<file path="src/common/backEndPkg.sv">
package backEndPkg;

   // ************************************************************************
   // encodings shared by the execute, memory and writeback stages
   // ************************************************************************

   typedef enum logic [3:0] {
      aluAdd   = 4'd0,
      aluSub   = 4'd1,
      aluAnd   = 4'd2,
      aluOr    = 4'd3,
      aluXor   = 4'd4,
      aluSll   = 4'd5,
      aluSrl   = 4'd6,
      aluSra   = 4'd7,
      aluSlt   = 4'd8,
      aluSltu  = 4'd9,
      aluPassB = 4'd10   // lui passes the immediate through
   } aluOp_t;

   typedef enum logic [2:0] {
      brNone   = 3'd0,
      brEq     = 3'd1,
      brNe     = 3'd2,
      brLt     = 3'd3,
      brGe     = 3'd4,
      brLtu    = 3'd5,
      brGeu    = 3'd6,
      brAlways = 3'd7    // jal and jalr
   } brCond_t;

   typedef enum logic [1:0] {
      resAlu  = 2'd0,
      resMem  = 2'd1,
      resLink = 2'd2     // pc plus 4
   } resSel_t;

   typedef enum logic [1:0] {
      sizeByte = 2'd0,
      sizeHalf = 2'd1,
      sizeWord = 2'd2
   } memSize_t;

   // ************************************************************************
   // stage bundles
   // ************************************************************************

   typedef struct packed {
      logic        valid;
      logic [31:0] pc;
      logic [31:0] rs1Val;
      logic [31:0] rs2Val;
      logic [4:0]  rs1;
      logic [4:0]  rs2;
      logic [4:0]  rd;
      logic [31:0] imm;
      aluOp_t      aluOp;
      logic        useImmB;
      logic        useJalrBase;
      brCond_t     brCond;
      logic        memRead;
      logic        memWrite;
      memSize_t    memSize;
      logic        memUnsigned;
      resSel_t     resSel;
      logic        rfWe;
   } idExBundle_t;

   typedef struct packed {
      logic        valid;
      logic [31:0] aluOut;
      logic [31:0] storeData;
      logic [31:0] linkPc;
      logic [4:0]  rd;
      logic        rfWe;
      resSel_t     resSel;
      logic        memRead;
      logic        memWrite;
      memSize_t    memSize;
      logic        memUnsigned;
      logic        takeBranch;
      logic [31:0] target;
   } exMemBundle_t;

   typedef struct packed {
      logic        valid;
      logic [4:0]  rd;
      logic        rfWe;
      resSel_t     resSel;
      logic [31:0] aluOut;
      logic [31:0] linkPc;
      logic [1:0]  byteOffset;
      memSize_t    memSize;
      logic        memUnsigned;
   } memWbBundle_t;

   typedef struct packed {
      logic        we;
      logic [4:0]  addr;
      logic [31:0] data;
   } rfWrite_t;

   typedef struct packed {
      logic        taken;
      logic [31:0] target;
   } redirect_t;

endpackage

</file>
<file path="src/rtl/execUnit.sv">
`timescale 1ns/10ps

module execUnit (
   input  backEndPkg::idExBundle_t  idEx,
   input  backEndPkg::exMemBundle_t exMem,
   input  backEndPkg::rfWrite_t     rfWrite,
   output backEndPkg::exMemBundle_t exNext
);

   logic        exFwdOk;
   logic [31:0] exFwdVal;
   logic [31:0] rs1Fwd;
   logic [31:0] rs2Fwd;
   logic [31:0] opB;
   logic [4:0]  shamt;
   logic [31:0] aluResult;
   logic        takeBranch;
   logic [31:0] target;

   // ************************************************************************
   // operand forwarding
   // ************************************************************************

   // loads are still in flight in EX/MEM so they never forward from there
   always_comb begin
      exFwdOk  = exMem.valid && exMem.rfWe && (exMem.rd != 5'd0) && !exMem.memRead;
      exFwdVal = (exMem.resSel == backEndPkg::resLink) ? exMem.linkPc : exMem.aluOut;
   end

   always_comb begin
      rs1Fwd = idEx.rs1Val;
      if (exFwdOk && (exMem.rd == idEx.rs1)) begin
         rs1Fwd = exFwdVal;                    // youngest result wins
      end else if (rfWrite.we && (rfWrite.addr == idEx.rs1)) begin
         rs1Fwd = rfWrite.data;
      end

      rs2Fwd = idEx.rs2Val;
      if (exFwdOk && (exMem.rd == idEx.rs2)) begin
         rs2Fwd = exFwdVal;
      end else if (rfWrite.we && (rfWrite.addr == idEx.rs2)) begin
         rs2Fwd = rfWrite.data;
      end
   end

   // ************************************************************************
   // ALU and branch unit
   // ************************************************************************

   always_comb begin
      opB   = idEx.useImmB ? idEx.imm : rs2Fwd;
      shamt = opB[4:0];
      case (idEx.aluOp)
         backEndPkg::aluAdd:   aluResult = rs1Fwd + opB;
         backEndPkg::aluSub:   aluResult = rs1Fwd - opB;
         backEndPkg::aluAnd:   aluResult = rs1Fwd & opB;
         backEndPkg::aluOr:    aluResult = rs1Fwd | opB;
         backEndPkg::aluXor:   aluResult = rs1Fwd ^ opB;
         backEndPkg::aluSll:   aluResult = rs1Fwd << shamt;
         backEndPkg::aluSrl:   aluResult = rs1Fwd >> shamt;
         backEndPkg::aluSra:   aluResult = $unsigned($signed(rs1Fwd) >>> shamt);
         backEndPkg::aluSlt:   aluResult = {31'd0, $signed(rs1Fwd) < $signed(opB)};
         backEndPkg::aluSltu:  aluResult = {31'd0, rs1Fwd < opB};
         backEndPkg::aluPassB: aluResult = opB;
         default:              aluResult = 32'd0;
      endcase
   end

   // branches always compare the two registers, never the immediate
   always_comb begin
      case (idEx.brCond)
         backEndPkg::brEq:     takeBranch = (rs1Fwd == rs2Fwd);
         backEndPkg::brNe:     takeBranch = (rs1Fwd != rs2Fwd);
         backEndPkg::brLt:     takeBranch = $signed(rs1Fwd) < $signed(rs2Fwd);
         backEndPkg::brGe:     takeBranch = $signed(rs1Fwd) >= $signed(rs2Fwd);
         backEndPkg::brLtu:    takeBranch = rs1Fwd < rs2Fwd;
         backEndPkg::brGeu:    takeBranch = rs1Fwd >= rs2Fwd;
         backEndPkg::brAlways: takeBranch = 1'b1;
         default:              takeBranch = 1'b0;
      endcase
      target = idEx.useJalrBase ? ((rs1Fwd + idEx.imm) & ~32'd1) : (idEx.pc + idEx.imm);
   end

   always_comb begin
      exNext.valid       = idEx.valid;
      exNext.aluOut      = aluResult;
      exNext.storeData   = rs2Fwd;
      exNext.linkPc      = idEx.pc + 32'd4;
      exNext.rd          = idEx.rd;
      exNext.rfWe        = idEx.rfWe;
      exNext.resSel      = idEx.resSel;
      exNext.memRead     = idEx.memRead;
      exNext.memWrite    = idEx.memWrite;
      exNext.memSize     = idEx.memSize;
      exNext.memUnsigned = idEx.memUnsigned;
      exNext.takeBranch  = takeBranch;
      exNext.target      = target;
   end

endmodule

</file>
<file path="config.mk">
export PLATFORM = sky130hd
export DESIGN_NAME = execUnit
export DESIGN_NICKNAME = d
export VERILOG_FILES = /design/src/common/backEndPkg.sv /design/src/rtl/execUnit.sv
export SDC_FILE = /design/constraint.sdc
export NUM_CORES = 1
export LEC_CHECK = 0
export BUFFER_PORTS_ARGS = -buffer_cell sky130_fd_sc_hd__buf_2
export CAP_MARGIN = 5
export CELL_PAD_IN_SITES_DETAIL_PLACEMENT = 0
export CELL_PAD_IN_SITES_GLOBAL_PLACEMENT = 1
export CORE_AREA = 2 2 200 202
export DETAILED_ROUTE_END_ITERATION = 6
export DIE_AREA = 0 0 202 204
export GPL_TIMING_DRIVEN = 1
export PLACE_DENSITY_LB_ADDON = 0.1
export SYNTH_ARGS = -nofsm -noshare
export SYNTH_HDL_FRONTEND = slang
export SYNTH_SLANG_ARGS = --single-unit
</file>
<file path="constraint.sdc">
create_clock -name vclk -period 19.3
set_input_delay 1.93 -clock vclk [all_inputs]
set_output_delay 1.93 -clock vclk [all_outputs]
set_load 0.05 [all_outputs]
</file>
**Word level (Yosys, flattened, before mapping)**

Index checks and enable logic that the tools add are counted.

- Bitwise logic cells: 3
- Order comparisons: 6
- Reduce and logical (&&, ||, !) cells: 10
- Mux-type cells: 9
- Shifts and indexed selects: 3
- Add/subtract/negate cells: 5
- Equality and inequality tests: 24

Operators with widths:

| kind | number |
|---|---|
| 32-bit case mux with 11 select lines | 1 |
| 32-bit two-way mux | 7 |
| 32-bit < comparator | 4 |
| 32-bit adder | 3 |
| 32-bit >= comparator | 2 |
| 32-bit by 3-bit adder with 32-bit output, second input constant | 1 |
| 32-bit bitwise AND | 1 |
| 32-bit == test | 1 |
| 32-bit inequality test | 1 |
| 32-bit OR | 1 |
| 32-bit by 5-bit left shift with 32-bit output | 1 |
| 32-bit by 5-bit right shift with 32-bit output | 1 |
| 32-bit by 5-bit >>> shifter with 32-bit output | 1 |
| 32-bit subtractor | 1 |
| 32-bit bitwise XOR | 1 |
| 5-bit == test | 4 |
| 4-bit by 3-bit == test with 1-bit output, second input constant | 4 |
| 3-bit == test, second input constant | 4 |
| 4-bit == test, second input constant | 3 |
| 4-bit by 2-bit == test with 1-bit output, second input constant | 2 |
| 1-bit logical AND | 7 |
| 1-bit case mux with 7 select lines | 1 |
| 3-bit by 2-bit == test with 1-bit output, second input constant | 2 |
| 5-bit nonzero test | 1 |
| 5 further kinds | 5 |

- Output and inout port bits: 143
- Logic and storage cells: 60
- Register bits: 0

**Logic depth before layout (Yosys ltp)**

Gate-level depths: netlist of the first run.

- Depth after elaboration: 8
- Gate-level depth with buffers: 25

**Worst setup path after synthesis of the first run**

Ideal clock, no wire load.

- Path kind: input port to output port
- From: input port exMem[37] (netlist name)
- To: output port exNext[141] (netlist name)
- Stages: 23
- Arrival time: 8.246 ns
- Slack: 9.124 ns
- Buffers on the path: 4
- Cell sequence: and3b_1 > o21ai_4 > or3_4 > buf_2 > clkbuf_1 > clkbuf_1 > o21ai_0 > mux2i_1 > inv_1 > ha_1 > clkbuf_1 > or4b_2 > o21ai_1 > a31oi_1 > o211ai_1 > o31a_1 > o41ai_1 > o21ai_0 > a221o_1 > a31oi_1 > a211oi_1 > nor3_1 > o22ai_1

RTL lines:

| what | RTL line | text |
|---|---|---|
| from (decl) | execUnit.sv:5 | `input backEndPkg::exMemBundle_t exMem,` |
| to (decl) | execUnit.sv:7 | `output backEndPkg::exMemBundle_t exNext` |

==> PnR_summary.wiki, run 1 <==
{| class="wikitable"
! Metric !! Value
|-
| Outcome || finished, final reports clean
|-
| Number of warnings reported in the yosys synthesis log || 0
|-
| Area contributors post-synth || sky130_fd_sc_hd__ha_1, sky130_fd_sc_hd__mux2i_1, sky130_fd_sc_hd__a21oi_1, sky130_fd_sc_hd__o21ai_0, sky130_fd_sc_hd__nor2_1
|-
| Worst hold path cell count || 0
|-
| Distinct cell type count after synthesis || 90
|-
| Ratio of cells with drive above 1 in the final layout || 0.215
|-
| Final sum of negative setup slack || 0 ns
|-
| Height of the die || about 200 um
|-
| Avg Cell Area, Syn || 6.79 um2
|-
| Horizontal die dimension || between 200 and 250 um
|-
| Fraction of the cycle the final worst path needs || 0.606
|-
| Combined global-route utilization of all metal layers || 0.408
|-
| Last weighted congestion value of the routability-driven placer || 0.996
|-
| I/O pin count || slightly below 500
|-
| Wire length after detailed routing || 88.2 mm
|-
| Number of DRC violations after detailed routing || 0
|-
| Initial DRT Pass Iterations || 5
|-
| Post-cts resize count || 0
|-
| Wire length of the first global-routing pass || approximately 130 mm
|-
| Antenna-violating nets left || 0
|-
| Max Slew Vio Count || 0
|-
| Number of hold buffers added after cts || 0
|-
| Fin nets || 3,177
|-
| Most frequent cells after synthesis || sky130_fd_sc_hd__nor2_1, sky130_fd_sc_hd__nand2_1, sky130_fd_sc_hd__ha_1
|-
| Number of standard cells in the final layout excluding fillers || approximately 3,200
|-
| Synthesized instance count || 2,329
|-
| Placement Rows || 73
|-
| Critical-path maximum fanout || 21
|-
| Sink of the worst hold path || exNext[37]
|-
| Total gr overflow || 0
|-
| Post-route cell area || 18,200 um2
|-
| Post-DP HPWL || 71.6 mm
|-
| Sequential Area || 0 um2
|-
| Port Buf Inserts || 388
|-
| Starting DRC count in detailed routing || between 2,000 and 2,500
|-
| Worst hold start || idEx[7]
|-
| Number of placed instances, taps included || 3,154
|-
| Syn nets || ~2,900
|-
| Total Die Area || approximately 41,000 um2
|-
| Post-layout min period || 11.69 ns
|-
| Area added between synthesis and finish || 15.3%
|-
| Average wire per cell in the routed design || 27.9 um
|-
| Slew headroom || 0.0538
|-
| Std-Cell Core Area || between 30,000 and 40,000 um2
|-
| Via count of the first global-routing pass || 19,300
|-
| Setup CP Type || input port to output port
|-
| Fmax || roughly 0.086 GHz
|-
| Beginning of the critical path || rfWrite[36]
|-
| Slew at the pin closest to its max-slew limit || about 1.4 ns
|-
| Number of sequential cells in the layout || 0
|-
| Effective utilization at floorplan || 0.404
|-
| Post-placement cell area || 18,200 um2
|-
| Setup repair after global routing missed its margin || false
|-
| Clock tree buffer count of the final layout || 0
|-
| Dominant cell by count in the synthesized netlist || sky130_fd_sc_hd__nor2_1
|-
| Class of the most critical hold timing path || input port to output port
|-
| Area share of the largest cell type after synthesis || 0.158
|-
| Proportion of synthesized chip area in sequential cells || 0
|-
| Arrival time at the worst endpoint || 9.76 ns
|-
| Average via count per standard cell || 6.40
|-
| Combined area of all synthesized cells || 15,800 um2
|-
| Vias after detailed routing || 20,200
|-
| Max-capacitance violation count || 0
|-
| Maximum number of pins on one net before global-route repair || ~70
|-
| Nature of the critical path endpoint || output port
|-
| Crit path required time || 17.37 ns
|-
| Number of setup violations in the final report || 0
|-
| Antenna violations before repair || 11
|-
| Worst Setup Start Kind || input port
|-
| Post-synthesis cell type with the largest combined area || sky130_fd_sc_hd__ha_1
|-
| Buffers inserted during post-CTS setup optimization || 0
|-
| Count of endpoints failing hold in the final timing report || 0
|}
per-stage QoR:
stage	utilization	worst slack, ns	hold slack [ns]
2_1_floorplan	-	9.12	4.03
3_3_place_gp	0.465	8.11	3.86
3_5_place_dp	0.465	8.16	3.86
4_1_cts	0.465	8.14	3.86
5_1_grt	0.465	7.52	3.86
6_report	0.465	7.61	3.86
kinds of logic (layout without fill, tap and decap cells):
kind of cell,after synthesis,after routing,synth area share
multiplexers,265,265,0.176
AND/OR/NAND/NOR,677,677,0.197
other,0,7,0
XOR/XNOR,108,108,0.0598
adder cells (fa/ha/maj),204,204,0.163
buffers and inverters,298,598,0.0811
AO/OA/AOI/OAI,777,777,0.323
per-layer routing:
metal	share of wire	up-vias	GRT usage	wire, um
li1	-	9215	-	-
met2	0.41	1227	0.619	36600
met4	0.044	6	0.161	3910
met5	0.00052	-	0	46
met1	0.41	9607	0.530	36000
met3	0.13	179	0.136	11600
layout by cell type, fill, tap and decap left out, types with 8 or more instances in the layout:
| cell type | Yosys | routed |
|---|---|---|
| sky130_fd_sc_hd__o2111ai_1 | 13 | 13 |
| sky130_fd_sc_hd__nand2b_1 | 24 | 24 |
| sky130_fd_sc_hd__a221oi_1 | 25 | 25 |
| sky130_fd_sc_hd__inv_1 | 144 | 144 |
| sky130_fd_sc_hd__xnor2_1 | 75 | 75 |
| sky130_fd_sc_hd__a21oi_1 | 193 | 193 |
| sky130_fd_sc_hd__o221ai_1 | 25 | 25 |
| sky130_fd_sc_hd__o22ai_1 | 32 | 32 |
| sky130_fd_sc_hd__and3_1 | 16 | 16 |
| sky130_fd_sc_hd__nor4_1 | 13 | 12 |
| sky130_fd_sc_hd__nand3_1 | 49 | 48 |
| sky130_fd_sc_hd__o21ai_1 | 13 | 13 |
| sky130_fd_sc_hd__mux2_1 | 10 | 10 |
| sky130_fd_sc_hd__a211oi_1 | 28 | 28 |
| sky130_fd_sc_hd__and2_1 | 10 | 10 |
| sky130_fd_sc_hd__o211ai_1 | 33 | 33 |
| sky130_fd_sc_hd__nand2_1 | 210 | 208 |
| sky130_fd_sc_hd__ha_1 | 200 | 200 |
| sky130_fd_sc_hd__nor3_1 | 39 | 37 |
| sky130_fd_sc_hd__a221o_1 | 16 | 16 |
| sky130_fd_sc_hd__a31oi_1 | 25 | 25 |
| sky130_fd_sc_hd__buf_2 | 23 | 388 |
| sky130_fd_sc_hd__a21o_1 | 57 | 57 |
| sky130_fd_sc_hd__nor2_1 | 218 | 216 |
| sky130_fd_sc_hd__mux2_2 | 66 | 66 |
| sky130_fd_sc_hd__o21bai_1 | 22 | 22 |
| sky130_fd_sc_hd__nand4_1 | 29 | 29 |
| sky130_fd_sc_hd__o21ai_0 | 167 | 167 |
| sky130_fd_sc_hd__xor2_1 | 33 | 33 |
| sky130_fd_sc_hd__or3_1 | 11 | 11 |
| sky130_fd_sc_hd__buf_4 | 21 | 62 |
| sky130_fd_sc_hd__o31ai_1 | 9 | 9 |
| sky130_fd_sc_hd__nand3b_1 | 8 | 8 |
| sky130_fd_sc_hd__mux2i_1 | 184 | 182 |
| sky130_fd_sc_hd__o21a_1 | 17 | 17 |
| sky130_fd_sc_hd__nor2b_1 | 24 | 23 |
| sky130_fd_sc_hd__a22oi_1 | 16 | 16 |
worst max path at each step:
stage | end | slack [ns] | cells after the start
2_1_floorplan | exNext[141] | 9.12 | 23
3_3_place_gp | exNext[140] | 8.11 | 23
3_5_place_dp | exNext[140] | 8.16 | 23
4_1_cts | exNext[140] | 8.14 | 23
5_1_grt | exNext[138] | 7.52 | 22
6_report | exNext[140] | 7.61 | 23
critical path, cell delays in order:
cell and delay (ns):
sky130_fd_sc_hd__buf_2 0.18, sky130_fd_sc_hd__xnor2_1 0.22, sky130_fd_sc_hd__nand4_1 0.24, sky130_fd_sc_hd__nor2_4 0.40
sky130_fd_sc_hd__buf_4 0.43, sky130_fd_sc_hd__mux2_2 0.40, sky130_fd_sc_hd__nand2_1 0.06, sky130_fd_sc_hd__o21ai_0 0.32
sky130_fd_sc_hd__mux2i_1 0.54, sky130_fd_sc_hd__inv_1 0.13, sky130_fd_sc_hd__ha_1 0.52, sky130_fd_sc_hd__nand2b_1 0.16
sky130_fd_sc_hd__a21oi_1 0.08, sky130_fd_sc_hd__nor4_1 0.42, sky130_fd_sc_hd__o211ai_1 0.30, sky130_fd_sc_hd__a31oi_1 0.64
sky130_fd_sc_hd__o21ai_0 0.39, sky130_fd_sc_hd__a311oi_1 0.76, sky130_fd_sc_hd__o21bai_1 0.18, sky130_fd_sc_hd__a211o_1 0.32
sky130_fd_sc_hd__a211oi_1 0.55, sky130_fd_sc_hd__or3_1 0.26, sky130_fd_sc_hd__buf_2 0.29
area by class of cell:
cell class,instances,area [um2]
fillers,4140,20900
multi-input cells,2031,14600
repair buffers,450,2410
well taps,525,657
inverters,148,558
diodes,7,17.5
==> run 2: changes to the inputs <==
- ABC_AREA: unset -> 1
- CORE_AREA: 2 2 200 202 -> 2 2 223 225
- DIE_AREA: 0 0 202 204 -> 0 0 225 227
- clock period: 19.3 -> 12.1 ns (I/O delays scaled with it)
==> PnR_summary.wiki, run 2 <==
{| class="wikitable"
! Metric !! Value
|-
| Outcome || finished, final reports clean
|-
| Maximum single-stage delay on the critical path || 0.78 ns (+0.02 ns)
|-
| Nature of the critical path endpoint || output port
|-
| Antenna violations before repair || 10 (-1)
|-
| Initial DRT Pass Iterations || 6 (+1)
|-
| Number of sequential cells in the layout || 0 (unchanged)
|-
| Avg Cell Area, Syn || 5.23 um2 (-23%)
|-
| Ratio of cells with drive above 1 in the final layout || 0.142 (-0.0728)
|-
| Arrival time at the worst endpoint || 7.29 ns (-2.47 ns)
|-
| Sequential share of power || 0
|-
| Max Slew Vio Count || 0 (unchanged)
|-
| Average via count per standard cell || 5.84 (-8.8%)
|-
| Port Buf Inserts || 388 (unchanged)
|-
| Worst hold slack across all endpoints || 2.42 ns (-1.44 ns)
|-
| Placement Rows || 81 (+11%)
|-
| Area added between synthesis and finish || 12.5%
|-
| Critical-path maximum fanout || 34 (+62%)
|-
| Total Die Area || 51,100 um2 (+24%)
|-
| Post-DP HPWL || 84.8 mm (+18%)
|-
| Wire length of the first global-routing pass || 146 mm (+16%)
|-
| Post-cts resize count || 0 (unchanged)
|-
| Combined area of all synthesized cells || 17,400 um2 (+10%)
|-
| Number of hold buffers added after cts || 0 (unchanged)
|-
| Syn nets || 3,875 (+35%)
|-
| Sw power || 0.000970 W
|-
| Peak supply drop || approximately 0.038 mV
|-
| Maximum number of pins on one net before global-route repair || 72 (+4.3%)
|-
| Power per unit of standard cell area || 67.5 nW/um2
|-
| Met3 layer usage reported by global route || 0.0534 (-0.0822)
|-
| Via count of the first global-routing pass || 22,800 (+18%)
|-
| Area taken by multi-input logic gates || 15,100 um2 (+3.2%)
|-
| Horizontal die dimension || 225 um (+11%)
|-
| Area contributors post-synth || sky130_fd_sc_hd__nand2_1, sky130_fd_sc_hd__ha_1, sky130_fd_sc_hd__nand3_1, sky130_fd_sc_hd__inv_1, sky130_fd_sc_hd__a21oi_1
|-
| Number of setup violations in the final report || 0 (unchanged)
|-
| Most frequent standard cell in the layout excluding fill and tap cells || sky130_fd_sc_hd__nand2_1
|-
| Number of DRC violations after detailed routing || 0 (unchanged)
|-
| Class of the most critical hold timing path || input port to output port
|-
| Distinct cell type count after synthesis || 56 (-38%)
|-
| Number of warnings reported in the yosys synthesis log || 0 (unchanged)
|-
| Most frequent cells after synthesis || sky130_fd_sc_hd__nand2_1, sky130_fd_sc_hd__nand3_1, sky130_fd_sc_hd__inv_1
|-
| Vias after detailed routing || 24,700 (+22%)
|-
| Total of fill cells in the finished design || 5,648 (+36%)
|-
| Internal power of the cells || approximately 0.00035 W
|-
| Dominant cell by count in the synthesized netlist || sky130_fd_sc_hd__nand2_1
|-
| Post-synthesis cell type with the largest combined area || sky130_fd_sc_hd__nand2_1
|-
| I/O pin count || 485 (unchanged)
|-
| Antenna-violating nets left || 0 (unchanged)
|-
| Commonest cells after routing, fill and taps aside || sky130_fd_sc_hd__nand2_1, sky130_fd_sc_hd__nand3_1, sky130_fd_sc_hd__inv_1
|-
| Combined global-route utilization of all metal layers || 0.383 (-0.0255)
|-
| Logic pwr share || 1.000
|-
| Leakage || 10.7 nW
|-
| Synthesized instance count || 3,329 (+43%)
|-
| Average wire per cell in the routed design || 24.1 um (-14%)
|-
| Met2 GRT Util || 0.634 (+0.0146)
|-
| GR met1 Demand/Resource || 0.497 (-0.0333)
|-
| Std-Cell Core Area || 48,500 um2 (+24%)
|-
| Buffers inserted during post-CTS setup optimization || 0 (unchanged)
|-
| Slew headroom || 0.202 (+0.148)
|-
| Area share of the largest cell type after synthesis || 0.192 (+0.0337)
|-
| Crit path required time || 10.89 ns (-6.48 ns)
|-
| Worst Setup Start Kind || input port
|-
| Setup repair after global routing missed its margin || false
|-
| Most common cell type on the critical path || sky130_fd_sc_hd__nand2_1
|-
| Final sum of negative setup slack || 0 ns (unchanged)
|-
| Sequential Area || 0 um2 (unchanged)
|-
| Height of the die || 227 um (+11%)
|-
| Share of power burned in the clock network || 0
|-
| Switching share of power || 0.733
|-
| GR peak layer || met2
|-
| Fmax || 0.118 GHz
|-
| Wire length after detailed routing || 102 mm (+15%)
|-
| Slew at the pin closest to its max-slew limit || 1.20 ns (-0.208 ns)
|-
| Max-capacitance violation count || 0 (unchanged)
|-
| Fin nets || 4,144 (+30%)
|-
| Starting DRC count in detailed routing || 2,469 (+15%)
|-
| Fraction of the cycle the final worst path needs || 0.703
|-
| Last weighted congestion value of the routability-driven placer || 1.06 (+6.3%)
|-
| Total gr overflow || 0 (unchanged)
|-
| Fin util || 0.403 (-0.0620)
|-
| Effective utilization at floorplan || 0.359 (-0.0451)
|-
| Crit-path slowest cell || sky130_fd_sc_hd__inv_2
|-
| Post-layout min period || 8.50 ns
|-
| Proportion of synthesized chip area in sequential cells || 0 (unchanged)
|-
| Count of endpoints failing hold in the final timing report || 0 (unchanged)
|-
| Clock tree buffer count of the final layout || 0 (unchanged)
|-
| Setup CP Type || input port to output port
|}
## run 2: worst max-delay path, delay by kind of cell
| family | cells | cell delay [ns] |
|---|---|---|
| AO/OA/AOI/OAI | 8 | 2.01 |
| buffers and inverters | 7 | 1.64 |
| AND/OR/NAND/NOR | 13 | 1.92 |
| adder cells (fa/ha/maj) | 1 | 0.46 |
## run 2: power groups by stage
stage | combinational, W | sequential (W) | clock [W]
final | 0.00132 | 0 | 0.0000000000549
after global routing | 0.00142 | 0 | 0.0000000000111
after CTS | 0.00129 | 0 | 0
after detailed placement | 0.00129 | 0 | 0
after global placement | 0.00128 | 0 | 0
after floorplan | 0.000888 | 0 | 0
## run 2: area by class of cell
cell class | count | share of cell area
timing repair buffer | 417 | 0.110
antenna | 6 | 0.000767
inverter | 416 | 0.0797
multi-input combinational | 2763 | 0.769
tap | 622 | 0.0397
## run 2: cell families (layout without fill, tap and decap cells)
family / count (synthesis) / after routing / synth area share
simple gates: 1792 / 1792 / 0.448
xor+xnor: 61 / 61 / 0.0307
buf+inv: 566 / 833 / 0.137
other cells: 0 / 6 / 0
mux: 7 / 7 / 0.00403
compound gates: 699 / 699 / 0.232
fa+ha+maj: 204 / 204 / 0.148
## run 2: final timing paths
path,start,to,slack [ns],cells past startpoint
worst min-delay path,idEx[160],exNext[142],2.42,0
worst max-delay path,rfWrite[32],exNext[130],3.60,29
## run 2: metrics by stage
stage / cell area (um2) / power, W / worst slack, ns / instances
global placement: 19600 / 0.00128 / 3.83 / 4218
CTS: 19600 / 0.00129 / 3.79 / 4218
finish: 19600 / 0.00132 / 3.60 / 4224
detailed placement: 19600 / 0.00129 / 3.84 / 4218
global route: 19600 / 0.00142 / 3.30 / 4219
floorplan: 17400 / 0.000888 / 4.98 / 3329
## run 2: metal layers
metal	wire (um)	part of all wire
met5	47	0.00046
met2	44700	0.44
met1	42500	0.42
met4	6070	0.060
met3	8360	0.082
Power figures use the tool's default switching activity.
